--- src/rvvi_defines.svh ---
`ifndef RVVI_DEFINES_SVH
`define RVVI_DEFINES_SVH

// Data and trace field widths
`define XLEN              32
`define ORDER_W           64
`define IRQ_W             32
`define CSR_ADDR_W        12

// Tracked CSRs
`define CSR_SLOTS         8

// Event queue sizing and initial consumer credits
`define EVENT_DEPTH       8
`define EVENT_CREDITS     4

// Special causes seen on the retirement trace
`define CAUSE_FETCH_FAULT 48
`define CAUSE_NMI_LOAD    1024
`define CAUSE_NMI_STORE   1025
`define DBG_HALTREQ       3

`endif

--- src/rvfi_trace_pkg.sv ---
`include "rvvi_defines.svh"

package rvfi_trace_pkg;

   typedef logic [`XLEN-1:0]       xlen_t;
   typedef logic [`ORDER_W-1:0]    order_t;
   typedef logic [4:0]             reg_idx_t;
   typedef logic [`CSR_ADDR_W-1:0] csr_addr_t;
   typedef logic [2:0]             csr_slot_t;
   typedef logic [5:0]             exc_cause_t;
   typedef logic [10:0]            intr_cause_t;
   typedef logic [31:0]            gpr_mask_t;

   // mstatus, mie, mtvec, mscratch, mepc, mcause, mtval, dcsr
   localparam csr_addr_t csr_slot_addr [`CSR_SLOTS] = '{
      12'h300, 12'h304, 12'h305, 12'h340,
      12'h341, 12'h342, 12'h343, 12'h7B0
   };

endpackage

--- src/rvvi_net_pkg.sv ---
`include "rvvi_defines.svh"

package rvvi_net_pkg;

   // Lower ids win when several nets are pending
   typedef enum logic [4:0] {
      net_nmi, net_nmi_cause, net_ifault, net_haltreq,
      net_irq_0, net_irq_1, net_irq_2, net_irq_3,
      net_irq_4, net_irq_5, net_irq_6, net_irq_7,
      net_irq_8, net_irq_9, net_irq_10, net_irq_11,
      net_irq_12, net_irq_13, net_irq_14, net_irq_15,
      net_irq_16, net_irq_17, net_irq_18
   } net_id_t;

   typedef logic [`XLEN-1:0] net_value_t;

   localparam int NET_COUNT = 23;
   localparam int IRQ_LINES = 19;

   // Software, timer, external, then the 16 local lines
   localparam int irq_line_idx [IRQ_LINES] = '{
      3, 7, 11,
      16, 17, 18, 19, 20, 21, 22, 23,
      24, 25, 26, 27, 28, 29, 30, 31
   };

endpackage

--- src/retire_if.sv ---
interface retire_if;
   import rvfi_trace_pkg::*;

   logic        valid;
   order_t      order;
   xlen_t       pc_rdata;
   xlen_t       pc_wdata;
   xlen_t       insn;
   reg_idx_t    rd_addr;
   xlen_t       rd_wdata;
   logic        csr_hit;
   csr_slot_t   csr_slot;
   xlen_t       csr_rdata;
   xlen_t       csr_wdata;
   xlen_t       csr_wmask;
   logic        fetch_fault;
   logic        nmi_req;
   intr_cause_t nmi_cause;
   logic        halt_req;

   modport decode (
      output valid, order, pc_rdata, pc_wdata, insn, rd_addr, rd_wdata,
             csr_hit, csr_slot, csr_rdata, csr_wdata, csr_wmask,
             fetch_fault, nmi_req, nmi_cause, halt_req
   );

   modport consumer (
      input valid, order, pc_rdata, pc_wdata, insn, rd_addr, rd_wdata,
            csr_hit, csr_slot, csr_rdata, csr_wdata, csr_wmask,
            fetch_fault, nmi_req, nmi_cause, halt_req
   );
endinterface

--- src/net_event_if.sv ---
interface net_event_if;
   import rvvi_net_pkg::*;

   logic       valid;
   net_id_t    id;
   net_value_t value;
   // Queue cannot take an entry this cycle
   logic       full;

   modport source (output valid, id, value, input full);
   modport sink (input valid, id, value, output full);
endinterface

--- src/retire_decode.sv ---
`include "rvvi_defines.svh"

module retire_decode (
   input  logic                       rvvi,
   input  logic                       reset,
   input  logic                       rvfi_valid,
   input  rvfi_trace_pkg::order_t      rvfi_order,
   input  rvfi_trace_pkg::xlen_t       rvfi_insn,
   input  rvfi_trace_pkg::xlen_t       rvfi_pc_rdata,
   input  rvfi_trace_pkg::xlen_t       rvfi_pc_wdata,
   input  logic                       rvfi_trap,
   input  logic                       rvfi_trap_exception,
   input  rvfi_trace_pkg::exc_cause_t  rvfi_exc_cause,
   input  logic                       rvfi_intr,
   input  logic                       rvfi_intr_interrupt,
   input  rvfi_trace_pkg::intr_cause_t rvfi_intr_cause,
   input  logic [1:0]                 rvfi_nmip,
   input  logic [2:0]                 rvfi_dbg,
   input  logic                       rvfi_dbg_mode,
   input  rvfi_trace_pkg::reg_idx_t    rvfi_rd_addr,
   input  rvfi_trace_pkg::xlen_t       rvfi_rd_wdata,
   input  rvfi_trace_pkg::csr_addr_t   rvfi_csr_addr,
   input  rvfi_trace_pkg::xlen_t       rvfi_csr_rdata,
   input  rvfi_trace_pkg::xlen_t       rvfi_csr_wdata,
   input  rvfi_trace_pkg::xlen_t       rvfi_csr_wmask,
   retire_if.decode                   ret
);
   import rvfi_trace_pkg::*;

   order_t      last_order;
   logic        order_seen;
   logic        accept;
   logic        nmi_by_intr;
   intr_cause_t nmi_cause_d;
   logic        csr_hit_d;
   csr_slot_t   csr_slot_d;

   // First record after reset takes any order
   assign accept = rvfi_valid && (!order_seen || rvfi_order != last_order);

   assign nmi_by_intr = rvfi_intr && rvfi_intr_interrupt &&
                        (rvfi_intr_cause == intr_cause_t'(`CAUSE_NMI_LOAD) ||
                         rvfi_intr_cause == intr_cause_t'(`CAUSE_NMI_STORE));

   // Pending NMI without a taken cause takes its kind from nmip[1]
   assign nmi_cause_d = nmi_by_intr ? rvfi_intr_cause :
                        rvfi_nmip[1] ? intr_cause_t'(`CAUSE_NMI_STORE) :
                                       intr_cause_t'(`CAUSE_NMI_LOAD);

   always_comb begin
      csr_hit_d  = 1'b0;
      csr_slot_d = '0;
      for (int i = 0; i < `CSR_SLOTS; i++) begin
         if (rvfi_csr_addr == csr_slot_addr[i]) begin
            csr_hit_d  = 1'b1;
            csr_slot_d = csr_slot_t'(i);
         end
      end
   end

   always_ff @(posedge rvvi) begin
      if (reset) begin
         order_seen <= 1'b0;
         last_order <= '0;
         ret.valid  <= 1'b0;
      end else begin
         ret.valid <= accept;
         if (accept) begin
            order_seen <= 1'b1;
            last_order <= rvfi_order;
         end
      end
   end

   ////////////////////
   // Record payload
   ////////////////////
   always_ff @(posedge rvvi) begin
      if (accept) begin
         ret.order       <= rvfi_order;
         ret.pc_rdata    <= rvfi_pc_rdata;
         ret.pc_wdata    <= rvfi_pc_wdata;
         ret.insn        <= rvfi_insn;
         ret.rd_addr     <= rvfi_rd_addr;
         ret.rd_wdata    <= rvfi_rd_wdata;
         ret.csr_hit     <= csr_hit_d;
         ret.csr_slot    <= csr_slot_d;
         ret.csr_rdata   <= rvfi_csr_rdata;
         ret.csr_wdata   <= rvfi_csr_wdata;
         ret.csr_wmask   <= rvfi_csr_wmask;
         ret.fetch_fault <= rvfi_trap && rvfi_trap_exception &&
                            rvfi_exc_cause == exc_cause_t'(`CAUSE_FETCH_FAULT);
         ret.nmi_req     <= nmi_by_intr || rvfi_nmip[0];
         ret.nmi_cause   <= nmi_cause_d;
         ret.halt_req    <= rvfi_dbg_mode && rvfi_dbg == 3'(`DBG_HALTREQ);
      end
   end

endmodule

--- src/csr_gpr_shadow.sv ---
`include "rvvi_defines.svh"

module csr_gpr_shadow (
   input  logic                     rvvi,
   input  logic                     reset,
   retire_if.consumer               ret,
   output logic                     trace_valid,
   output rvfi_trace_pkg::order_t    trace_order,
   output rvfi_trace_pkg::xlen_t     trace_pc,
   output rvfi_trace_pkg::xlen_t     trace_insn,
   output rvfi_trace_pkg::gpr_mask_t trace_gpr_mask,
   output rvfi_trace_pkg::xlen_t     trace_rd_wdata,
   output rvfi_trace_pkg::csr_slot_t trace_csr_slot,
   output rvfi_trace_pkg::xlen_t     trace_csr_value,
   output logic                     trace_csr_changed
);
   import rvfi_trace_pkg::*;

   xlen_t    csr_shadow [`CSR_SLOTS];
   xlen_t    gpr_shadow [1:31];
   xlen_t    csr_merged;
   reg_idx_t rd_q;

   // Written bits from wdata, the rest as read
   assign csr_merged = (ret.csr_wdata & ret.csr_wmask) | (ret.csr_rdata & ~ret.csr_wmask);

   ////////////////////
   // Shadow state
   ////////////////////
   always_ff @(posedge rvvi) begin
      if (reset) begin
         trace_valid <= 1'b0;
         for (int i = 0; i < `CSR_SLOTS; i++) begin
            csr_shadow[i] <= '0;
         end
         for (int r = 1; r < 32; r++) begin
            gpr_shadow[r] <= '0;
         end
      end else begin
         trace_valid <= ret.valid;
         if (ret.valid && ret.csr_hit) begin
            csr_shadow[ret.csr_slot] <= csr_merged;
         end
         // x0 stays hardwired to zero
         if (ret.valid && ret.rd_addr != '0) begin
            gpr_shadow[ret.rd_addr] <= ret.rd_wdata;
         end
      end
   end

   always_ff @(posedge rvvi) begin
      if (ret.valid) begin
         trace_order       <= ret.order;
         // A faulted fetch executes nothing, so the handler address is reported
         trace_pc          <= ret.fetch_fault ? ret.pc_wdata : ret.pc_rdata;
         trace_insn        <= ret.insn;
         rd_q              <= ret.rd_addr;
         trace_csr_slot    <= ret.csr_slot;
         trace_csr_value   <= ret.csr_hit ? csr_merged : '0;
         trace_csr_changed <= ret.csr_hit && (csr_merged != csr_shadow[ret.csr_slot]);
      end
   end

   // Write-back view read back from the shadow
   assign trace_gpr_mask = (rd_q == '0) ? '0 : gpr_mask_t'(1) << rd_q;
   assign trace_rd_wdata = (rd_q == '0) ? '0 : gpr_shadow[rd_q];

endmodule

--- src/net_tracker.sv ---
`include "rvvi_defines.svh"

module net_tracker (
   input  logic             rvvi,
   input  logic             reset,
   input  logic [`IRQ_W-1:0] irq,
   retire_if.consumer       ret,
   net_event_if.source      ev
);
   import rvvi_net_pkg::*;

   net_value_t           level_q [NET_COUNT];
   net_value_t           level_d [NET_COUNT];
   logic [NET_COUNT-1:0] pending_q;
   logic [NET_COUNT-1:0] changed;
   logic [NET_COUNT-1:0] sent;
   logic                 pick_valid;
   logic [4:0]           pick;

   ////////////////////
   // Next levels
   ////////////////////
   always_comb begin
      level_d = level_q;
      if (ret.valid) begin
         level_d[net_nmi]    = net_value_t'(ret.nmi_req);
         // Cause holds its last value once the NMI drops
         if (ret.nmi_req) begin
            level_d[net_nmi_cause] = net_value_t'(ret.nmi_cause);
         end
         level_d[net_ifault]  = net_value_t'(ret.fetch_fault);
         level_d[net_haltreq] = net_value_t'(ret.halt_req);
      end
      for (int i = 0; i < IRQ_LINES; i++) begin
         level_d[int'(net_irq_0) + i] = net_value_t'(irq[irq_line_idx[i]]);
      end
      for (int n = 0; n < NET_COUNT; n++) begin
         changed[n] = level_d[n] != level_q[n];
      end
   end

   // Lowest pending id
   always_comb begin
      pick_valid = 1'b0;
      pick       = '0;
      for (int n = NET_COUNT - 1; n >= 0; n--) begin
         if (pending_q[n]) begin
            pick_valid = 1'b1;
            pick       = 5'(n);
         end
      end
   end

   assign ev.valid = pick_valid && !ev.full;
   assign ev.id    = net_id_t'(pick);
   assign ev.value = level_q[pick];

   assign sent = ev.valid ? NET_COUNT'(1) << pick : '0;

   always_ff @(posedge rvvi) begin
      if (reset) begin
         pending_q <= '0;
         for (int n = 0; n < NET_COUNT; n++) begin
            level_q[n] <= '0;
         end
      end else begin
         // A fresh change re-arms a net even as it goes out
         pending_q <= (pending_q & ~sent) | changed;
         level_q   <= level_d;
      end
   end

endmodule

--- src/net_event_queue.sv ---
`include "rvvi_defines.svh"

module net_event_queue (
   input  logic                     rvvi,
   input  logic                     reset,
   net_event_if.sink                ev,
   input  logic                     event_credit,
   output logic                     event_valid,
   output rvvi_net_pkg::net_id_t     event_id,
   output rvvi_net_pkg::net_value_t  event_value
);
   import rvvi_net_pkg::*;

   localparam int PTR_W    = $clog2(`EVENT_DEPTH);
   localparam int CREDIT_W = $clog2(`EVENT_CREDITS + 1);

   net_id_t             id_mem  [`EVENT_DEPTH];
   net_value_t          val_mem [`EVENT_DEPTH];
   logic [PTR_W-1:0]    wr_ptr;
   logic [PTR_W-1:0]    rd_ptr;
   logic [PTR_W:0]      count;
   logic [CREDIT_W-1:0] credits;
   logic                push;

   assign ev.full = count == (PTR_W + 1)'(`EVENT_DEPTH);
   assign push    = ev.valid && !ev.full;

   // Every cycle shown is a pop and uses one credit
   assign event_valid = (count != '0) && (credits != '0);
   assign event_id    = id_mem[rd_ptr];
   assign event_value = val_mem[rd_ptr];

   always_ff @(posedge rvvi) begin
      if (reset) begin
         wr_ptr  <= '0;
         rd_ptr  <= '0;
         count   <= '0;
         credits <= CREDIT_W'(`EVENT_CREDITS);
      end else begin
         if (push) begin
            wr_ptr <= wr_ptr + PTR_W'(1);
         end
         if (event_valid) begin
            rd_ptr <= rd_ptr + PTR_W'(1);
         end
         count   <= count + (PTR_W + 1)'(push) - (PTR_W + 1)'(event_valid);
         credits <= credits - CREDIT_W'(event_valid) + CREDIT_W'(event_credit);
      end
   end

   ////////////////////
   // Storage
   ////////////////////
   always_ff @(posedge rvvi) begin
      if (push) begin
         id_mem[wr_ptr]  <= ev.id;
         val_mem[wr_ptr] <= ev.value;
      end
   end

endmodule

--- src/rvvi_bridge.sv ---
`include "rvvi_defines.svh"

module rvvi_bridge (
   input  logic                       rvvi,
   input  logic                       reset,
   input  logic                       rvfi_valid,
   input  rvfi_trace_pkg::order_t      rvfi_order,
   input  rvfi_trace_pkg::xlen_t       rvfi_insn,
   input  rvfi_trace_pkg::xlen_t       rvfi_pc_rdata,
   input  rvfi_trace_pkg::xlen_t       rvfi_pc_wdata,
   input  logic                       rvfi_trap,
   input  logic                       rvfi_trap_exception,
   input  rvfi_trace_pkg::exc_cause_t  rvfi_exc_cause,
   input  logic                       rvfi_intr,
   input  logic                       rvfi_intr_interrupt,
   input  rvfi_trace_pkg::intr_cause_t rvfi_intr_cause,
   input  logic [1:0]                 rvfi_nmip,
   input  logic [2:0]                 rvfi_dbg,
   input  logic                       rvfi_dbg_mode,
   input  rvfi_trace_pkg::reg_idx_t    rvfi_rd_addr,
   input  rvfi_trace_pkg::xlen_t       rvfi_rd_wdata,
   input  rvfi_trace_pkg::csr_addr_t   rvfi_csr_addr,
   input  rvfi_trace_pkg::xlen_t       rvfi_csr_rdata,
   input  rvfi_trace_pkg::xlen_t       rvfi_csr_wdata,
   input  rvfi_trace_pkg::xlen_t       rvfi_csr_wmask,
   input  logic [`IRQ_W-1:0]          irq,
   input  logic                       event_credit,
   output logic                       trace_valid,
   output rvfi_trace_pkg::order_t      trace_order,
   output rvfi_trace_pkg::xlen_t       trace_pc,
   output rvfi_trace_pkg::xlen_t       trace_insn,
   output rvfi_trace_pkg::gpr_mask_t   trace_gpr_mask,
   output rvfi_trace_pkg::xlen_t       trace_rd_wdata,
   output rvfi_trace_pkg::csr_slot_t   trace_csr_slot,
   output rvfi_trace_pkg::xlen_t       trace_csr_value,
   output logic                       trace_csr_changed,
   output logic                       event_valid,
   output rvvi_net_pkg::net_id_t       event_id,
   output rvvi_net_pkg::net_value_t    event_value
);

   retire_if    ret ();
   net_event_if ev ();

   retire_decode u_decode (
      .rvvi                (rvvi),
      .reset               (reset),
      .rvfi_valid          (rvfi_valid),
      .rvfi_order          (rvfi_order),
      .rvfi_insn           (rvfi_insn),
      .rvfi_pc_rdata       (rvfi_pc_rdata),
      .rvfi_pc_wdata       (rvfi_pc_wdata),
      .rvfi_trap           (rvfi_trap),
      .rvfi_trap_exception (rvfi_trap_exception),
      .rvfi_exc_cause      (rvfi_exc_cause),
      .rvfi_intr           (rvfi_intr),
      .rvfi_intr_interrupt (rvfi_intr_interrupt),
      .rvfi_intr_cause     (rvfi_intr_cause),
      .rvfi_nmip           (rvfi_nmip),
      .rvfi_dbg            (rvfi_dbg),
      .rvfi_dbg_mode       (rvfi_dbg_mode),
      .rvfi_rd_addr        (rvfi_rd_addr),
      .rvfi_rd_wdata       (rvfi_rd_wdata),
      .rvfi_csr_addr       (rvfi_csr_addr),
      .rvfi_csr_rdata      (rvfi_csr_rdata),
      .rvfi_csr_wdata      (rvfi_csr_wdata),
      .rvfi_csr_wmask      (rvfi_csr_wmask),
      .ret                 (ret.decode)
   );

   // Trace path has no back-pressure
   csr_gpr_shadow u_shadow (
      .rvvi              (rvvi),
      .reset             (reset),
      .ret               (ret.consumer),
      .trace_valid       (trace_valid),
      .trace_order       (trace_order),
      .trace_pc          (trace_pc),
      .trace_insn        (trace_insn),
      .trace_gpr_mask    (trace_gpr_mask),
      .trace_rd_wdata    (trace_rd_wdata),
      .trace_csr_slot    (trace_csr_slot),
      .trace_csr_value   (trace_csr_value),
      .trace_csr_changed (trace_csr_changed)
   );

   // Event path
   net_tracker u_tracker (
      .rvvi  (rvvi),
      .reset (reset),
      .irq   (irq),
      .ret   (ret.consumer),
      .ev    (ev.source)
   );

   net_event_queue u_queue (
      .rvvi         (rvvi),
      .reset        (reset),
      .ev           (ev.sink),
      .event_credit (event_credit),
      .event_valid  (event_valid),
      .event_id     (event_id),
      .event_value  (event_value)
   );

endmodule

--- config.mk ---
export PLATFORM = sky130hd
export DESIGN_NAME = rvvi_bridge
export DESIGN_NICKNAME = d
export VERILOG_FILES = /design/src/rvfi_trace_pkg.sv /design/src/rvvi_net_pkg.sv /design/src/retire_if.sv /design/src/net_event_if.sv /design/src/retire_decode.sv /design/src/csr_gpr_shadow.sv /design/src/net_tracker.sv /design/src/net_event_queue.sv /design/src/rvvi_bridge.sv
export VERILOG_INCLUDE_DIRS = /design/src
export SDC_FILE = /design/constraint.sdc
export NUM_CORES = 2
export LEC_CHECK = 0
export BUFFER_PORTS_ARGS = -buffer_cell sky130_fd_sc_hd__buf_2
export CORE_MARGIN = 2
export CORE_UTILIZATION = 65
export CTS_CLUSTER_DIAMETER = 50
export CTS_CLUSTER_SIZE = 8
export DETAILED_ROUTE_END_ITERATION = 8
export GPL_ROUTABILITY_DRIVEN = 0
export PLACE_DENSITY_LB_ADDON = 0.15
export SLEW_MARGIN = 5
export SYNTH_ARGS = -nofsm -noshare
export SYNTH_HDL_FRONTEND = slang
export SYNTH_SLANG_ARGS = --single-unit
--- constraint.sdc ---
create_clock -name rvvi -period 17.25 [get_ports rvvi]
set_input_delay 0.8625 -clock rvvi [delete_from_list [all_inputs] [get_ports rvvi]]
set_output_delay 0.8625 -clock rvvi [all_outputs]
set_load 0.005 [all_outputs]
==> impl_metrics.env <==
export IMPL_run_status="finished, final reports clean"
export IMPL_powerDensity_nw_per_um2=129
export IMPL_cap_violations=0
export IMPL_met2_usage_pct=50.5
export IMPL_r2r_setup_slack_ns=12.86
export IMPL_netlist_area_um2=95100
export IMPL_synth_ff_type="edfxtp_1"
export IMPL_vias_per_cell=6.24
export IMPL_tightestPinTransition_ns=1.43
export IMPL_yosysUniqueCellTypes=63
export IMPL_antenna_found_initial=31
export IMPL_io_pin_count=635
export IMPL_synthCells=5798
export IMPL_synth_warnings=0
export IMPL_slew_viol_final=0
export IMPL_instances_no_fill=8577
export IMPL_setup_tns_ns=0
export IMPL_yosys_cell_count_top_type="edfxtp_1"
export IMPL_cts_max_level=5
export IMPL_grt_usage_pct=31.9
export IMPL_p_leak_uw=0.0411
export IMPL_synth_area_leaders="edfxtp_1 65%, mux4_2 11%, and2_1 7.3%, dfxtp_1 5.4%, mux2i_1 2.0%"
export IMPL_firstDrtPassIters=6
export IMPL_avgSynthCellArea_um2=16.4
export IMPL_clock_tree_buffer_depth=4
export IMPL_yosys_register_bits=2314
export IMPL_final_setup_viol_count=0
export IMPL_use_met1_pct=43.0
export IMPL_row_count=140
export IMPL_ir_drop_uv=111
export IMPL_end_kind="primary output"
export IMPL_post_synth_top_area_cell="edfxtp_1"
export IMPL_fin_skew_ns=0.0839
export IMPL_dieArea_um2=149000
export IMPL_utilization_pct=75.3
export IMPL_cts_root_buffer="clkbuf_16"
export IMPL_power_uw=14100
export IMPL_dp_cells=8096
export IMPL_drt_wl_total_mm=237
export IMPL_portBuffers=620
export IMPL_nets=6902
export IMPL_grt_pass1_wl_mm=349
export IMPL_ys_seq_area_share_pct=70.4
export IMPL_cts_hold_buf=0
export IMPL_crit_fanout=73
export IMPL_hpwl_mm=135
export IMPL_clk_pin_slew_ns=0.05
export IMPL_synth_top_cell_area_share_pct=64.9
export IMPL_layout_drive_gt1_share_pct=26.2
export IMPL_fin_crit_sh_pct=36.2
export IMPL_cts_buffers=341
export IMPL_vias=53500
export IMPL_period_minus_slack_ns=6.24
export IMPL_insertion_delay_ns=0.93
export IMPL_synthArstFlopShare_pct=0
export IMPL_top_usage_layer="met2"
export IMPL_grt_max_degree=119
export IMPL_core_area_um2=145000
export IMPL_critPathKind="flip-flop to primary output"
export IMPL_met3_usage_pct=8.52
export IMPL_finalHoldViolCount=0
export IMPL_cts_tree="done"
export IMPL_post_cts_resized=0
export IMPL_multi_input_area_um2=26700
export IMPL_die_w_um=386
export IMPL_first_global_vias=55000
export IMPL_drtAntennaViolNets=0
export IMPL_worstSetupStartpointType="flip-flop"
export IMPL_fmax_mhz=160
export IMPL_regArea_um2=66900
export IMPL_n_fill_cell=8477
export IMPL_cts_sinks=2314
export IMPL_post_cts_buffers=0
export IMPL_drt_initial_drc_count=5708
export IMPL_worstPathRequired_ns=16.39
export IMPL_slew_headroom_pct=4.17
export IMPL_drc=0
export IMPL_rsz0062_at_grt="false"
export IMPL_grt_ovfl_total=0
export IMPL_wl_per_cell_um=27.6
export IMPL_hold_ws_ns=0.104
export IMPL_worst_ep_arrival_time_ns=5.38
export IMPL_start_util_pct=65.4
export IMPL_hold_class="input port to flip-flop"
export IMPL_die_y_um=386
export IMPL_area_delta_synth_final_pct=15.2
export IMPL_synthTopCellsByCount="2056 x edfxtp_1, 1108 x and2_1, 454 x nor2_1"
export IMPL_synth_edff_count=2056
==> critical path, stage by stage, from the launching register on <==
cell and delay, ns:
dfxtp_4 0.39, buf_4 0.80, buf_4 0.94, buf_4 0.72
mux4_2 0.42, mux4_2 0.47, mux2i_1 0.33, nor2_1 0.08
buf_2 0.15
==> sequential cells by signal (all words and copies together), names as in the netlist, 32 cells and up, named ones only <==
| register | flops |
|---|---|
| u_decode.last_order | 64 |
| u_decode.ret.csr_rdata | 32 |
| u_decode.ret.csr_wdata | 32 |
| u_decode.ret.csr_wmask | 32 |
| u_decode.ret.insn | 32 |
| u_decode.ret.order | 64 |
| u_decode.ret.pc_rdata | 32 |
| u_decode.ret.pc_wdata | 32 |
| u_decode.ret.rd_wdata | 32 |
| u_queue.id_mem | 40 |
| u_queue.val_mem | 256 |
| u_shadow.csr_shadow | 256 |
| u_shadow.gpr_shadow | 1024 |
| u_shadow.trace_csr_value | 32 |
| u_shadow.trace_insn | 32 |
| u_shadow.trace_order | 64 |
| u_shadow.trace_pc | 32 |
| u_tracker.level_q | 147 |
==> routing by layer <==
layer,up-vias,part of all wire (%)
met5,-,0.075
li1,22900,-
met1,27100,37
met4,32,3.8
met3,516,12
met2,3030,48
==> power breakdown <==
group          leakage, µW  internal [µW]  switching (µW)
sequential          0.0232           6520             230
clock              0.00444           3590            2210
combinational       0.0134            703             884
total               0.0411          10800            3320
==> final cells by class <==
cell class	count	share of cell area, %
Sequential cell	2314	61.1
Tap cell	1917	2.19
Clock inverter	10	0.0788
Antenna cell	11	0.0251
Inverter	40	0.144
Multi-Input combinational cell	3064	24.3
Timing Repair Buffer	761	3.82
Clock buffer	460	8.29
==> cells in the final DEF (no fill, tap or decap), types with 10 or more instances in the layout <==
master | netlist | layout
a21oi_1 | 46 | 46
mux2i_1 | 190 | 190
inv_1 | 37 | 36
nand3_1 | 20 | 20
or2_2 | 33 | 33
conb_1 | 2 | 43
nand4_1 | 19 | 19
edfxtp_1 | 2056 | 2056
xor2_1 | 48 | 48
nand2b_1 | 23 | 15
buf_2 | 36 | 619
mux2_2 | 75 | 75
clkbuf_16 | 0 | 346
nand2_1 | 129 | 128
a211oi_1 | 31 | 31
o22ai_1 | 19 | 19
and2_1 | 1108 | 1108
nor2_2 | 0 | 26
ha_1 | 10 | 10
nor2_1 | 454 | 425
dfxtp_1 | 258 | 249
nor2b_1 | 94 | 94
nor3_1 | 28 | 23
diode_2 | 0 | 11
mux4_2 | 446 | 446
a311oi_1 | 31 | 26
nor4_1 | 47 | 47
buf_4 | 11 | 140
clkbuf_1 | 333 | 114
o21ai_0 | 25 | 25
xnor2_1 | 69 | 69
==> stage by stage <==
stage	area, µm²	worst slack, ns
after global placement	100000	12.00
after CTS	109000	11.02
after floorplan	95200	8.91
final	110000	11.01
after detailed placement	100000	11.99
after global routing	110000	10.90
==> path summary, 6_finish.rpt <==
kind / to / depth (start not counted) / from
worst min-delay path: u_decode.ret.insn[29] / 1 / rvfi_insn[29]
worst max-delay path: trace_rd_wdata[2] / 8 / flip-flop
worst max register to register: u_queue.val_mem[5][8] / 8 / u_tracker.pending_q[10]
worst min register to register: u_shadow.trace_order[63] / 0 / u_decode.ret.order[63]
==> cell families (layout without fill, tap and decap cells) <==
| family | count (synthesis) | in the layout | synth area share [%] |
|---|---|---|---|
| AOI/OAI and AO/OA | 198 | 198 | 1.46 |
| buffers and inverters | 461 | 1271 | 1.97 |
| DFF | 2314 | 2314 | 70.4 |
| adders and majority gates | 12 | 12 | 0.174 |
| muxes | 711 | 711 | 13.5 |
| other | 2 | 54 | 0.00790 |
| and+or+nand+nor | 1983 | 1983 | 11.5 |
| xor gates and xnor gates | 117 | 117 | 1.08 |
No activity file was read; power rests on OpenSTA's default activity.
